<file path="src/source/mapperPkg.sv">
package mapperPkg;

    // One CPU cycle as seen by the cartridge slot
    typedef struct packed {
        logic [15:0] addr;                  // Z80 address
        logic [7:0]  data;                  // Write data
        logic        wr;                    // Write level, low = read
        logic        mreq;                  // Memory request level
        logic        req;                   // One-cycle request strobe
    } cpuBus_t;

    // Bit 0 = ASCII style, bit 1 = 16K pages
    typedef enum logic [1:0] {
        modeScc   = 2'b00,                  // Konami SCC / MegaROM
        modeAsc8  = 2'b01,
        modeAsc16 = 2'b11
    } mapperMode_e;

    // ASCII-16K view of a bank-select byte
    typedef struct packed {
        logic       hi;                     // Carried into bank bit 7
        logic       ramSel;                 // SRAM select on some boards
        logic [5:0] page;                   // 16K page number
    } asc16Word_t;

    // Same data byte, two decodings
    typedef union packed {
        logic [7:0] bank8k;                 // Plain 8K bank number
        asc16Word_t asc16;
    } ascBankWord_u;

    typedef struct packed {
        logic [7:0] bank0;                  // 4000-5FFFh
        logic [7:0] bank1;                  // 6000-7FFFh
        logic [7:0] bank2;                  // 8000-9FFFh
        logic [7:0] bank3;                  // A000-BFFFh
    } bankSet_t;

    // Access class of the current CPU cycle
    typedef enum logic [1:0] {
        selBankReg = 2'b00,
        selMemory  = 2'b01,
        selWave    = 2'b10
    } sccSel_e;

    localparam int ROM_ADDR_W_DEFAULT = 21; // 2 MB external space
    localparam int MAX_ROM_ADDR_W     = 24;
    localparam int PAGE_OFS_W         = 13; // 8K page offset

    // Address [15:13] of the four 8K pages
    localparam logic [2:0] PAGE_4000 = 3'b010;
    localparam logic [2:0] PAGE_6000 = 3'b011;
    localparam logic [2:0] PAGE_8000 = 3'b100;
    localparam logic [2:0] PAGE_A000 = 3'b101;

    // Address [15:11] of the SCC bank registers and wave windows
    localparam logic [4:0] SCC_BANK0_REG = 5'b01010; // 5000-57FFh
    localparam logic [4:0] SCC_BANK1_REG = 5'b01110; // 7000-77FFh
    localparam logic [4:0] SCC_BANK2_REG = 5'b10010; // 9000-97FFh
    localparam logic [4:0] SCC_BANK3_REG = 5'b10110; // B000-B7FFh
    localparam logic [4:0] SCC_WAVE_A    = 5'b10011; // 9800-9FFFh
    localparam logic [4:0] SCC_WAVE_B    = 5'b10111; // B800-BFFFh, SCC+ layout
    localparam logic [5:0] WAVE_BANK_ID  = 6'h3F;    // Bank 2 value that opens the SCC

    // Address [15:12] of the ASCII bank registers
    localparam logic [3:0] ASC_REG_LO = 4'b0110;     // 6000-6FFFh
    localparam logic [3:0] ASC_REG_HI = 4'b0111;     // 7000-7FFFh

endpackage

</file>
<file path="src/source/mapperRegs.sv">
`timescale 1ns/100ps

module mapperRegs (
    input  logic                   cpu_bus,
    input  logic                   arstN,
    input  mapperPkg::cpuBus_t     cpuBus,
    input  mapperPkg::mapperMode_e mapperMode,
    output mapperPkg::bankSet_t    banks,
    output mapperPkg::sccSel_e     accessSel,
    output logic                   waveWr,
    output logic                   waveRd,
    output logic [6:0]             waveAddr
);
    import mapperPkg::*;

    logic         ascStyle;                 // ASCII 8K or 16K
    logic         page16k;                  // ASCII 16K pairs
    logic [7:0]   modeA;                    // SCC mode register at 7FFEh
    logic [7:0]   modeB;                    // SCC mode register at BFFEh
    logic         decWaveA;
    logic         decWaveB;
    logic         dec1FFE;                  // xFFE/xFFF inside an 8K page
    logic [2:0]   page;
    logic         rd;
    logic         regWrite;
    ascBankWord_u ascWord;

    assign ascStyle = mapperMode[0];
    assign page16k  = mapperMode[1];
    assign page     = cpuBus.addr[15:13];
    assign rd       = ~cpuBus.wr;
    assign ascWord.bank8k = cpuBus.data;    // Decoded both ways below

    assign decWaveA = (cpuBus.addr[15:11] == SCC_WAVE_A) && ~modeB[5]
                      && (banks.bank2[5:0] == WAVE_BANK_ID);
    assign decWaveB = (cpuBus.addr[15:11] == SCC_WAVE_B) && modeB[5] && banks.bank3[7];
    assign dec1FFE  = &cpuBus.addr[12:1];

    // Access class, wave first, then memory, rest hits registers
    always_comb begin
        if (~cpuBus.addr[8] && ~modeB[4] && ~ascStyle && (decWaveA || decWaveB)) begin
            accessSel = selWave;
        end else if (
            (ascStyle && rd && (page == PAGE_4000 || page == PAGE_6000)) ||   // ASCII ROM read
            (ascStyle && rd && (page == PAGE_8000 || page == PAGE_A000)) ||
            (ascStyle && page == PAGE_4000 && banks.bank0[7])            ||   // ASCII SRAM
            (ascStyle && page == PAGE_8000 && banks.bank2[7])            ||
            (ascStyle && page == PAGE_A000 && banks.bank3[7])            ||
            (page == PAGE_4000 && ~modeA[6] && rd)                       ||   // SCC ROM read
            (page == PAGE_6000 && rd)                                    ||
            (page == PAGE_8000 && ~decWaveA && rd)                       ||
            (page == PAGE_A000 && ~modeA[6] && ~decWaveB && rd)          ||
            (page == PAGE_4000 && modeA[4])                              ||   // ESCC-RAM
            (page == PAGE_6000 && modeA[4] && ~dec1FFE)                  ||
            (page == PAGE_4000 && modeB[4])                              ||   // SNATCHER RAM
            (page == PAGE_6000 && modeB[4])                              ||
            (page == PAGE_8000 && modeB[4])                              ||
            (page == PAGE_A000 && modeB[4] && ~dec1FFE)
        ) begin
            accessSel = selMemory;
        end else begin
            accessSel = selBankReg;
        end
    end

    assign regWrite = cpuBus.req && cpuBus.mreq && cpuBus.wr && (accessSel == selBankReg);

    always_ff @(posedge cpu_bus or negedge arstN) begin
        if (!arstN) begin
            banks.bank0 <= 8'h00;           // Linear layout after reset
            banks.bank1 <= 8'h01;
            banks.bank2 <= 8'h02;
            banks.bank3 <= 8'h03;
            modeA       <= 8'h00;
            modeB       <= 8'h00;
        end else if (regWrite) begin
            if (!ascStyle) begin
                // Konami SCC bank registers, locked while SNATCHER RAM is on
                if (~modeB[4]) begin
                    case (cpuBus.addr[15:11])
                        SCC_BANK0_REG: begin
                            if (~modeA[6] && ~modeA[4]) begin
                                banks.bank0 <= cpuBus.data;
                            end
                        end
                        SCC_BANK1_REG: begin
                            if (~modeA[6] && ~modeA[4]) begin
                                banks.bank1 <= cpuBus.data;
                            end
                        end
                        SCC_BANK2_REG: banks.bank2 <= cpuBus.data;  // Never locked
                        SCC_BANK3_REG: begin
                            if (~modeA[6] && ~modeA[4]) begin
                                banks.bank3 <= cpuBus.data;
                            end
                        end
                        default: ;
                    endcase
                end
                // Mode registers at 7FFEh and BFFEh
                if (dec1FFE) begin
                    if (page == PAGE_6000 && modeB[5:4] == 2'b00) begin
                        modeA <= cpuBus.data;
                    end
                    if (page == PAGE_A000 && ~modeA[6] && ~modeA[4]) begin
                        modeB <= cpuBus.data;
                    end
                end
            end else if (page16k) begin
                // ASCII 16K, one write sets an 8K pair
                if (cpuBus.addr[15:12] == ASC_REG_LO && ~cpuBus.addr[11]) begin
                    banks.bank0 <= {ascWord.asc16.hi, ascWord.asc16.page, 1'b0};
                    banks.bank1 <= {ascWord.asc16.hi, ascWord.asc16.page, 1'b1};
                end
                if (cpuBus.addr[15:12] == ASC_REG_HI && ~cpuBus.addr[11]) begin
                    banks.bank2 <= {ascWord.asc16.hi, ascWord.asc16.page, 1'b0};
                    banks.bank3 <= {ascWord.asc16.hi, ascWord.asc16.page, 1'b1};
                end
            end else begin
                // ASCII 8K, addr[11] picks the odd bank
                if (cpuBus.addr[15:12] == ASC_REG_LO) begin
                    if (cpuBus.addr[11]) begin
                        banks.bank1 <= ascWord.bank8k;  // 6800h
                    end else begin
                        banks.bank0 <= ascWord.bank8k;  // 6000h
                    end
                end
                if (cpuBus.addr[15:12] == ASC_REG_HI) begin
                    if (cpuBus.addr[11]) begin
                        banks.bank3 <= ascWord.bank8k;  // 7800h
                    end else begin
                        banks.bank2 <= ascWord.bank8k;  // 7000h
                    end
                end
            end
        end
    end

    // Waveform port strobes
    assign waveWr   = cpuBus.req && cpuBus.mreq && cpuBus.wr && (accessSel == selWave);
    assign waveRd   = cpuBus.req && cpuBus.mreq && rd && (accessSel == selWave);
    assign waveAddr = cpuBus.addr[6:0];     // 128-byte window, upper bits alias

endmodule

</file>
<file path="src/source/mapperTranslate.sv">
`timescale 1ns/100ps

module mapperTranslate #(
    parameter int ROM_ADDR_W = mapperPkg::ROM_ADDR_W_DEFAULT
) (
    input  mapperPkg::cpuBus_t  cpuBus,
    input  mapperPkg::bankSet_t banks,
    input  mapperPkg::sccSel_e  accessSel,
    output logic [ROM_ADDR_W-1:0] memAddr,
    output logic                  memRd,
    output logic                  memWr
);
    import mapperPkg::*;

    localparam int LIN_W = 8 + PAGE_OFS_W;  // Bank byte and page offset

    logic [7:0]                bankSel;
    logic                      inWindow;
    logic                      memCycle;
    logic [MAX_ROM_ADDR_W-1:0] linAddr;

    // Page select from address [15:13]
    always_comb begin
        case (cpuBus.addr[15:13])
            PAGE_4000: bankSel = banks.bank0;
            PAGE_6000: bankSel = banks.bank1;
            PAGE_8000: bankSel = banks.bank2;
            PAGE_A000: bankSel = banks.bank3;
            default:   bankSel = 8'h00;     // Outside the cartridge window
        endcase
    end

    assign inWindow = (cpuBus.addr[15:14] == 2'b01) || (cpuBus.addr[15:14] == 2'b10);

    // Zero-padded to the widest supported memory
    assign linAddr = {{(MAX_ROM_ADDR_W - LIN_W){1'b0}}, bankSel, cpuBus.addr[PAGE_OFS_W-1:0]};
    assign memAddr = linAddr[ROM_ADDR_W-1:0];  // High bank bits drop on small parts

    assign memCycle = cpuBus.req && cpuBus.mreq && inWindow && (accessSel == selMemory);
    assign memRd    = memCycle && ~cpuBus.wr;
    assign memWr    = memCycle && cpuBus.wr;

endmodule

</file>
<file path="src/source/megaMapperTop.sv">
`timescale 1ns/100ps

module megaMapperTop #(
    parameter int ROM_ADDR_W = mapperPkg::ROM_ADDR_W_DEFAULT
) (
    input  logic                   cpu_bus,
    input  logic                   arstN,
    input  mapperPkg::cpuBus_t     cpuBus,
    input  mapperPkg::mapperMode_e mapperMode,
    output logic [ROM_ADDR_W-1:0]  memAddr,
    output logic                   memRd,
    output logic                   memWr,
    output logic [7:0]             readData
);
    import mapperPkg::*;

    bankSet_t   banks;                      // Current page mapping
    sccSel_e    accessSel;                  // Class of this cycle
    logic       waveWr;
    logic       waveRd;
    logic [6:0] waveAddr;

    mapperRegs uRegs (
        .cpu_bus    (cpu_bus),
        .arstN      (arstN),
        .cpuBus     (cpuBus),
        .mapperMode (mapperMode),
        .banks      (banks),
        .accessSel  (accessSel),
        .waveWr     (waveWr),
        .waveRd     (waveRd),
        .waveAddr   (waveAddr)
    );

    mapperTranslate #(
        .ROM_ADDR_W (ROM_ADDR_W)
    ) uTranslate (
        .cpuBus    (cpuBus),
        .banks     (banks),
        .accessSel (accessSel),
        .memAddr   (memAddr),
        .memRd     (memRd),
        .memWr     (memWr)
    );

    sccWaveRam uWaveRam (
        .cpu_bus   (cpu_bus),
        .waveWr    (waveWr),
        .waveRd    (waveRd),
        .waveAddr  (waveAddr),
        .writeData (cpuBus.data),           // CPU write byte
        .waveData  (readData)
    );

endmodule

</file>
<file path="src/source/sccWaveRam.sv">
`timescale 1ns/100ps

module sccWaveRam (
    input  logic       cpu_bus,
    input  logic       waveWr,
    input  logic       waveRd,
    input  logic [6:0] waveAddr,
    input  logic [7:0] writeData,
    output logic [7:0] waveData
);

    // Four 32-sample channels of 8-bit signed samples
    logic [7:0] waveMem [128];

    always_ff @(posedge cpu_bus) begin
        if (waveWr) begin
            waveMem[waveAddr] <= writeData;     // Stored at the strobe edge
        end
    end

    // Read port holds its value between reads
    always_ff @(posedge cpu_bus) begin
        if (waveRd) begin
            waveData <= waveMem[waveAddr];      // Valid one cycle after strobe
        end
    end

endmodule

</file>
<file path="config.mk">
export PLATFORM = sky130hd
export DESIGN_NAME = megaMapperTop
export DESIGN_NICKNAME = d
export VERILOG_FILES = /design/src/source/mapperPkg.sv /design/src/source/mapperRegs.sv /design/src/source/mapperTranslate.sv /design/src/source/megaMapperTop.sv /design/src/source/sccWaveRam.sv
export SDC_FILE = /design/constraint.sdc
export NUM_CORES = 1
export LEC_CHECK = 0
export BUFFER_PORTS_ARGS = -buffer_cell sky130_fd_sc_hd__buf_4
export CAP_MARGIN = 10
export CORE_MARGIN = 2
export CORE_UTILIZATION = 30
export DETAILED_ROUTE_END_ITERATION = 10
export PLACE_DENSITY = 0.43
export SLEW_MARGIN = 10
export SYNTH_ARGS = -nofsm -noshare
export SYNTH_HDL_FRONTEND = slang
export SYNTH_HIERARCHICAL = 1
export SYNTH_SLANG_ARGS = --single-unit
</file>
<file path="constraint.sdc">
create_clock -name cpu_bus -period 3.34 [get_ports cpu_bus]
set_clock_uncertainty 0.2 [all_clocks]
set_input_delay 0.167 -clock cpu_bus [delete_from_list [all_inputs] [get_ports cpu_bus]]
set_output_delay 0.167 -clock cpu_bus [all_outputs]
set_load 0.05 [all_outputs]
</file>
# ---- Word level (Yosys, flattened, before mapping)
# Memories as Yosys holds them, arrays and structs flattened. A register that Yosys moved wholly into a read port is not among the register bits.
# Cells that the tools add are included.
dict set report totals {
  output_inout_bits 31
  mem_bits_rw 1024
  n_memories 1
  reg_bits 45
}
# name words width read_ports rd_clocked_by_memory_dff write_ports line
set mem_list {}
lappend mem_list {uWaveRam.waveMem 128 8 1 1 1 sccWaveRam.sv:13} ;# logic [7:0] waveMem [128];
dict set report op_classes {
  bitwise 11
  n_mux 19
  n_eq_ne 24
  n_reduce_logical 79
}
# operator n
set op_table {}
lappend op_table {{2-to-1 mux 32 bit} 3}
lappend op_table {{2-to-1 mux 16 bit} 4}
lappend op_table {{2-to-1 mux 8 bit} 7}
lappend op_table {{logical AND 1 bit} 47}
lappend op_table {{one-hot mux 8 bit (4 select lines)} 1}
lappend op_table {{AND reduction 15 bit} 2}
lappend op_table {{AND reduction 7 bit} 3}
lappend op_table {{== test 5 bit, second input constant} 4}
lappend op_table {{logical OR 1 bit} 18}
lappend op_table {{inequality test 3 x 2 -> 1 bit, second input constant} 4}
lappend op_table {{AND reduction 12 bit} 1}
lappend op_table {{NOT 1 bit} 11}
lappend op_table {{== test 5 x 4 -> 1 bit, second input constant} 2}
lappend op_table {{nonzero test 2 bit} 5}
lappend op_table {{== test 4 x 3 -> 1 bit, second input constant} 2}
lappend op_table {{== test 3 x 2 -> 1 bit, second input constant} 2}
lappend op_table {{== test 3 bit, second input constant} 2}
lappend op_table {{== test 6 bit, second input constant} 1}
lappend op_table {{inequality test 3 x 1 -> 1 bit, second input constant} 2}
lappend op_table {{AND reduction 6 bit} 1}
lappend op_table {{== test 2 x 1 -> 1 bit, second input constant} 2}
lappend op_table {{== test 2 bit, second input constant} 2}
lappend op_table {{logical NOT 2 bit} 2}
lappend op_table {{2-to-1 mux 1 bit} 3}
lappend op_table {{2 further kinds} 2}

# ---- Depth between registers and ports, before layout
dict set report logic_depth {
  ltp_word 23
  mapped_depth 12
}

# ---- Cells and area by module
# The synthesis kept the hierarchy.
# module seq_area_each_um2 cells_per_inst instances area_each_um2
set by_module_without_submodules {}
lappend by_module_without_submodules {sccWaveRam 30989.7 2475 1 40513.9}
lappend by_module_without_submodules {mapperRegs 905.9 156 1 1895.6}
lappend by_module_without_submodules {mapperTranslate 0.0 47 1 389.1}

# ---- Worst setup path after synthesis
# Ideal clock, no wire load.
dict set report synth_path {
  path_kind {register -> register}
  from {reg, netlist name uRegs/banks[9]}
  to {mem uWaveRam.waveMem[72][0], enable pin}
  slack_ns 0.172
  arrival_time_ns 2.573
  setup_ns 0.395
  synth_period_minus_slack_ns 3.168
  required_ns 2.745
  path_stages_with_launch 9
  cell_sequence {dfstp_2 nand3_1 or4_1 nor2_1 o21ai_0 nor2_1 clkbuf_1 nand3_1 nor4_1}
}
dict set report synth_between {
  elab_chain_len 19
  word_cells_on_any_way 21
}
# element line
set synth_rtl {}
lappend synth_rtl {{== test 6 bit *} mapperRegs.sv:35} ;# && (banks.bank2[5:0] == WAVE_BANK_ID);
lappend synth_rtl {{logical AND 1 bit *} mapperRegs.sv:35}
lappend synth_rtl {{NOT 1 bit} mapperRegs.sv:51} ;# (page == PAGE_8000 && ~decWaveA && rd) ||
lappend synth_rtl {{logical AND 1 bit (2 in a row)} mapperRegs.sv:51}
lappend synth_rtl {{logical OR 1 bit} mapperRegs.sv:50} ;# (page == PAGE_6000 && rd) ||
lappend synth_rtl {{logical OR 1 bit} mapperRegs.sv:51}
lappend synth_rtl {{logical OR 1 bit} mapperRegs.sv:52} ;# (page == PAGE_A000 && ~modeA[6] && ~decWaveB && rd) ||
lappend synth_rtl {{logical OR 1 bit} mapperRegs.sv:53} ;# (page == PAGE_4000 && modeA[4]) ||
lappend synth_rtl {{[... 3 more ...]} --}
lappend synth_rtl {{logical OR 1 bit} mapperRegs.sv:57} ;# (page == PAGE_8000 && modeB[4]) ||
lappend synth_rtl {{2-to-1 mux 1 bit} mapperRegs.sv:43} ;# end else if (
lappend synth_rtl {{2-to-1 mux 2 bit *} mapperRegs.sv:41} ;# if (~cpuBus.addr[8] && ~modeB[4] && ~ascStyle && (decWaveA || decWaveB)) begin
lappend synth_rtl {{== test 2 bit *} mapperRegs.sv:140} ;# assign waveWr = cpuBus.req && cpuBus.mreq && cpuBus.wr && (accessSel == selWave);
lappend synth_rtl {{logical AND 1 bit *} mapperRegs.sv:140}
lappend synth_rtl {{named net waveWr} megaMapperTop.sv:19} ;# logic waveWr;
lappend synth_rtl {{2-to-1 mux 1 bit *} sccWaveRam.sv:16} ;# if (waveWr) begin
lappend synth_rtl {{2-to-1 mux 1 bit (implied by the code) *} sccWaveRam.sv:17} ;# waveMem[waveAddr] <= writeData;
lappend synth_rtl {{end, declared} sccWaveRam.sv:13}
# Mark *: on every way through the listed nets, which the timed path passes. The rest lies on a longest branch.

# ---- Worst setup path in the final report
dict set report layout_path {
  from {in cpuBus[23] (netlist name)}
  to {reg uRegs.modeB[5]}
}
dict set report layout_between {
  elab_chain_len 19
  word_cells_on_any_way 31
}
# element line
set layout_rtl {}
lappend layout_rtl {{start, declared} megaMapperTop.sv:8} ;# input mapperPkg::cpuBus_t cpuBus,
lappend layout_rtl {{== test 5 bit} mapperRegs.sv:34} ;# assign decWaveA = (cpuBus.addr[15:11] == SCC_WAVE_A) && ~modeB[5]
lappend layout_rtl {{logical AND 1 bit} mapperRegs.sv:34}
lappend layout_rtl {{logical AND 1 bit} mapperRegs.sv:35}
lappend layout_rtl {{NOT 1 bit} mapperRegs.sv:51}
lappend layout_rtl {{logical AND 1 bit (2 in a row)} mapperRegs.sv:51}
lappend layout_rtl {{logical OR 1 bit} mapperRegs.sv:50}
lappend layout_rtl {{logical OR 1 bit} mapperRegs.sv:51}
lappend layout_rtl {{logical OR 1 bit} mapperRegs.sv:52}
lappend layout_rtl {{[... 2 more ...]} --}
lappend layout_rtl {{logical OR 1 bit} mapperRegs.sv:55} ;# (page == PAGE_4000 && modeB[4]) ||
lappend layout_rtl {{logical OR 1 bit} mapperRegs.sv:56} ;# (page == PAGE_6000 && modeB[4]) ||
lappend layout_rtl {{logical OR 1 bit} mapperRegs.sv:57}
lappend layout_rtl {{2-to-1 mux 1 bit} mapperRegs.sv:43}
lappend layout_rtl {{2-to-1 mux 2 bit} mapperRegs.sv:41}
lappend layout_rtl {{logical NOT 2 bit} mapperRegs.sv:66} ;# assign regWrite = cpuBus.req && cpuBus.mreq && cpuBus.wr && (accessSel == selBankReg);
lappend layout_rtl {{logical AND 1 bit} mapperRegs.sv:66}
lappend layout_rtl {{AND reduction 15 bit (no source line) *} --}
lappend layout_rtl {{end signal, assigned} mapperRegs.sv:106} ;# modeB <= cpuBus.data;
lappend layout_rtl {{end, declared} mapperRegs.sv:19} ;# logic [7:0] modeB;
# Every way passes the cells marked *; elsewhere a longest branch is shown, timed or not.
# A chain may end at the register's enable or synchronous reset.

==> qor.tcl <==
set qor(number_of_antenna_violations_at_the_first_check_in_global_routing) 5
set qor(synth_seq_area_share_pct) 74.5
set qor(vdd_drop_max_mv) 0.399
set qor(worst_setup_path_start_kind) {input port}
set qor(period_share_pct) 94.7
set qor(dieHeight_um) 382
set qor(cts_made_buffers) 118
set qor(start_util_pct) 30.2
set qor(final_hold_viol_count) 0
set qor(finalMaxSlewViolations) 0
set qor(numPlacedInstances) 4765
set qor(max-slew-margin-rel_pct) 41.3
set qor(worst_path_fanout_max) 9
set qor(routed_wl_um) 151000
set qor(syn-instance-count) 2678
set qor(power.leakage_nw) 17.2
set qor(path_class) {input port to register}
set qor(floorplan.die_area_sq_um) 146000
set qor(timing.final.crit_period_ns) 3.16
set qor(pin_count_of_the_biggest_net_entering_global_routing) 73
set qor(grt_usage_pct) 20.3
set qor(final_net_count) 3059
set qor(i_o_buffers) 61
set qor(layout_setup_ws_ns) 0.178
set qor(worstMarginPinSlew_ns) 0.878
set qor(rsz_0062_raised_after_global_routing) {no}
set qor(postRouteAntennaNets) 0
set qor(finalSetupViolCount) 0
set qor(result_of_the_run) {complete, no violations}
set qor(viasPerCell) 5.45
set qor(synth-async-reset-ratio_pct) 3.37
set qor(io-pin-count) 62
set qor(cts_root_buf) {clkbuf_16}
set qor(syn_area_sq_um) 42800
set qor(drtPass1Iterations) 6
set qor(net-switching-power_w) 0.00688
set qor(grt_pass1_wl_um) 213000
set qor(swShare_pct) 22.9
set qor(fill_cells) 13400
set qor(clock_power_share_pct) 43.9
set qor(dp.final_hpwl_um) 97700
set qor(worstPathRequired_ns) 3.73
set qor(ctsLongestPathBuffers) 3
set qor(cts_tree) {done}
set qor(route.detailed.wl_per_inst_um) 30.0
set qor(power_density_relative_to_cell_area_nw_per_um2) 579
set qor(finalWeightedCongestion) 0.852
set qor(die-width_um) 382
set qor(seqPwrFrac_pct) 49.1
set qor(vias) 27300
set qor(grt-ovfl-total) 0
set qor(first_global_vias) 27400
set qor(synth_flop_cell) {edfxtp_1}
set qor(ctsHtreeMaxLevel) 3
set qor(maxCapViolCount) 0
set qor(hold_path.class) {input port to register}
set qor(timing.fmax_mhz) 316
set qor(end_kind) {register}
set qor(tns_ns) 0
set qor(worst_setup_hold_path_clk_slew_ns) 0.06
set qor(ys_types) 77
set qor(initialDrtViolationCount) 3379
set qor(number_of_flops_mapped_to_enable_cells_by_yosys) 1032
set qor(clk-insertion-delay-late_ns) 0.71
set qor(ys_ff_latch) 1068
set qor(detailedPlace.worstSlack_ns) 0.0554
set qor(part_of_the_power_in_combinational_logic_pct) 7.0
set qor(area_of_the_core_sq_um) 142000
set qor(synthesis.nets) 2709
set qor(syn2layout_area_growth_pct) 21.3
set qor(crit_arrival_ns) 3.56
set qor(avgSynthCellArea_sq_um) 16.0
set qor(rows) 138
set qor(share_of_final_layout_standard_cells_stronger_than_drive_strength_1_pct) 24.0
set qor(final_cell_count_without_fillers) 5018
set qor(drc_errors) 0
set qor(utilization_pct) 36.7
set qor(yosysWarnings) 6
set qor(clock-sinks) 1068
set qor(power_report.internal_total_w) 0.0232
[critical path: stages]
cell	delay [ns]
dlygate4sd3_1	0.53
buf_4	0.18
nand4_1	0.13
dlygate4sd3_1	0.59
nor4_1	0.38
dlygate4sd3_1	0.62
nand3_1	0.07
dlygate4sd3_1	0.61
mux2_2	0.28
[registers in the layout (all words and copies together) (netlist names)]
| register | flops |
|---|---|
| uWaveRam/waveData | 8 |
| uRegs/banks | 32 |
| uRegs/modeB | 2 |
| uRegs/modeA | 2 |
| uWaveRam/waveMem | 1024 |
[worst paths after layout]
path | startpoint | end | slack, ns | cells past startpoint
worst max-delay path | cpuBus[23] | uRegs/modeB[5] | 0.18 | 9
min in group asynchronous | arstN | uRegs/banks[9] | 0.33 | 3
worst min register to register | uRegs/banks[5] | uRegs/banks[5] | 0.31 | 1
max in group asynchronous | arstN | uRegs/banks[22] | 2.43 | 4
worst max register to register | uRegs/banks[9] | uWaveRam/waveMem[126][1] | 0.22 | 11
worst min-delay path | cpuBus[0] | uRegs/banks[15] | 0.1 | 5
[cells by family after synthesis]
family          count (synthesis)  synth area share (%)
buf+inv                       232                  2.99
mux                           196                  5.23
xor+xnor                        1                0.0205
flops                        1068                  74.5
simple gates                  476                  4.97
compound gates                705                  12.3
[routing by layer]
layer	vias to the layer above	GRT usage (%)	routed length (um)
met4	0	6.58	4530
met5	-	0	0
li1	11500	-	-
met2	1161	32.5	70500
met1	14400	28.2	65600
met3	229	3.35	9980
[repair_timing]
| item | 4_1_cts | 5_1_grt |
|---|---|---|
| endpoints found under the setup margin | 0 | 425 |
| hold buffers | 31 | 0 |
| buffers inserted | 0 | 2 |
| endpoints found under the hold margin | 366 | 0 |
| gates resized for setup | 0 | 5 |
[cell type report]
| type | count | area (sq um) | area share, % |
|---|---|---|---|
| Sequential cell | 1068 | 31900 | 61.5 |
| Multi-Input combinational cell | 1378 | 9680 | 18.6 |
| Timing Repair Buffer | 452 | 4010 | 7.73 |
| Clock buffer | 141 | 3120 | 6.02 |
| Tap cell | 1890 | 2360 | 4.56 |
| Clock inverter | 78 | 785 | 1.51 |
| Inverter | 10 | 40.0 | 0.0771 |
| Antenna cell | 1 | 2.50 | 0.00482 |
[cells in the final DEF (no fill, tap or decap), drive strengths merged, types with 12 or more instances in the layout]
| master | n |
|---|---|
| mux2 | 107 |
| clkinv | 57 |
| mux2i | 78 |
| nor3 | 23 |
| o21ai | 85 |
| nand3 | 21 |
| inv | 12 |
| edfxtp | 1032 |
| o22ai | 33 |
| dfrtp | 32 |
| buf | 421 |
| nor2 | 247 |
| a221o | 20 |
| a22oi | 74 |
| o221ai | 18 |
| a21oi | 128 |
| a221oi | 223 |
| nand2 | 109 |
| a22o | 41 |
| nand2b | 14 |
| dlygate4sd3 | 30 |
| nor2b | 16 |
| nand4 | 14 |
| clkbuf | 142 |
| bufinv | 15 |
[synth_stat cells, drive strengths merged, types with 5 or more instances]
cell type | n | area share, %
nand2 | 109 | 0.96
nand4 | 14 | 0.20
mux2i | 78 | 1.8
mux2 | 107 | 2.8
and2 | 8 | 0.13
o211ai | 11 | 0.19
nand3 | 21 | 0.25
edfxtp | 1032 | 72
a221o | 20 | 0.47
nor3 | 23 | 0.30
inv | 10 | 0.088
mux4 | 11 | 0.58
a2bb2oi | 5 | 0.10
clkbuf | 73 | 0.64
dfrtp | 32 | 1.9
buf | 149 | 2.3
nor2b | 16 | 0.27
a211oi | 10 | 0.18
o22ai | 33 | 0.48
nor4 | 9 | 0.20
a22oi | 74 | 1.3
nand2b | 14 | 0.21
a22o | 41 | 0.84
o221ai | 18 | 0.38
a221oi | 223 | 4.6
o31ai | 6 | 0.11
o21ai | 85 | 0.99
o22a | 11 | 0.23
nor2 | 247 | 2.2
a21oi | 128 | 1.5
[per-stage QoR]
step | instance area [sq um] | total power (W) | hold WS [ns]
6_report | 51900 | 0.0300 | 0.0959
5_1_grt | 51900 | 0.0309 | 0.0983
4_1_cts | 51900 | 0.0303 | 0.0432
3_5_place_dp | 47600 | 0.0171 | -0.0365
3_3_place_gp | 47600 | 0.0171 | -0.0536
2_1_floorplan | 42800 | 0.0160 | -0.329
[power by group through the flow]
stage / clock, W / sequential, W / combinational (W)
after detailed placement: 0 / 0.0150 / 0.00206
after global routing: 0.0140 / 0.0147 / 0.00221
after global placement: 0 / 0.0150 / 0.00206
after CTS: 0.0135 / 0.0147 / 0.00210
after floorplan: 0 / 0.0150 / 0.000959
final: 0.0132 / 0.0147 / 0.00210
Note: power is estimated with default switching activity, not from simulation.
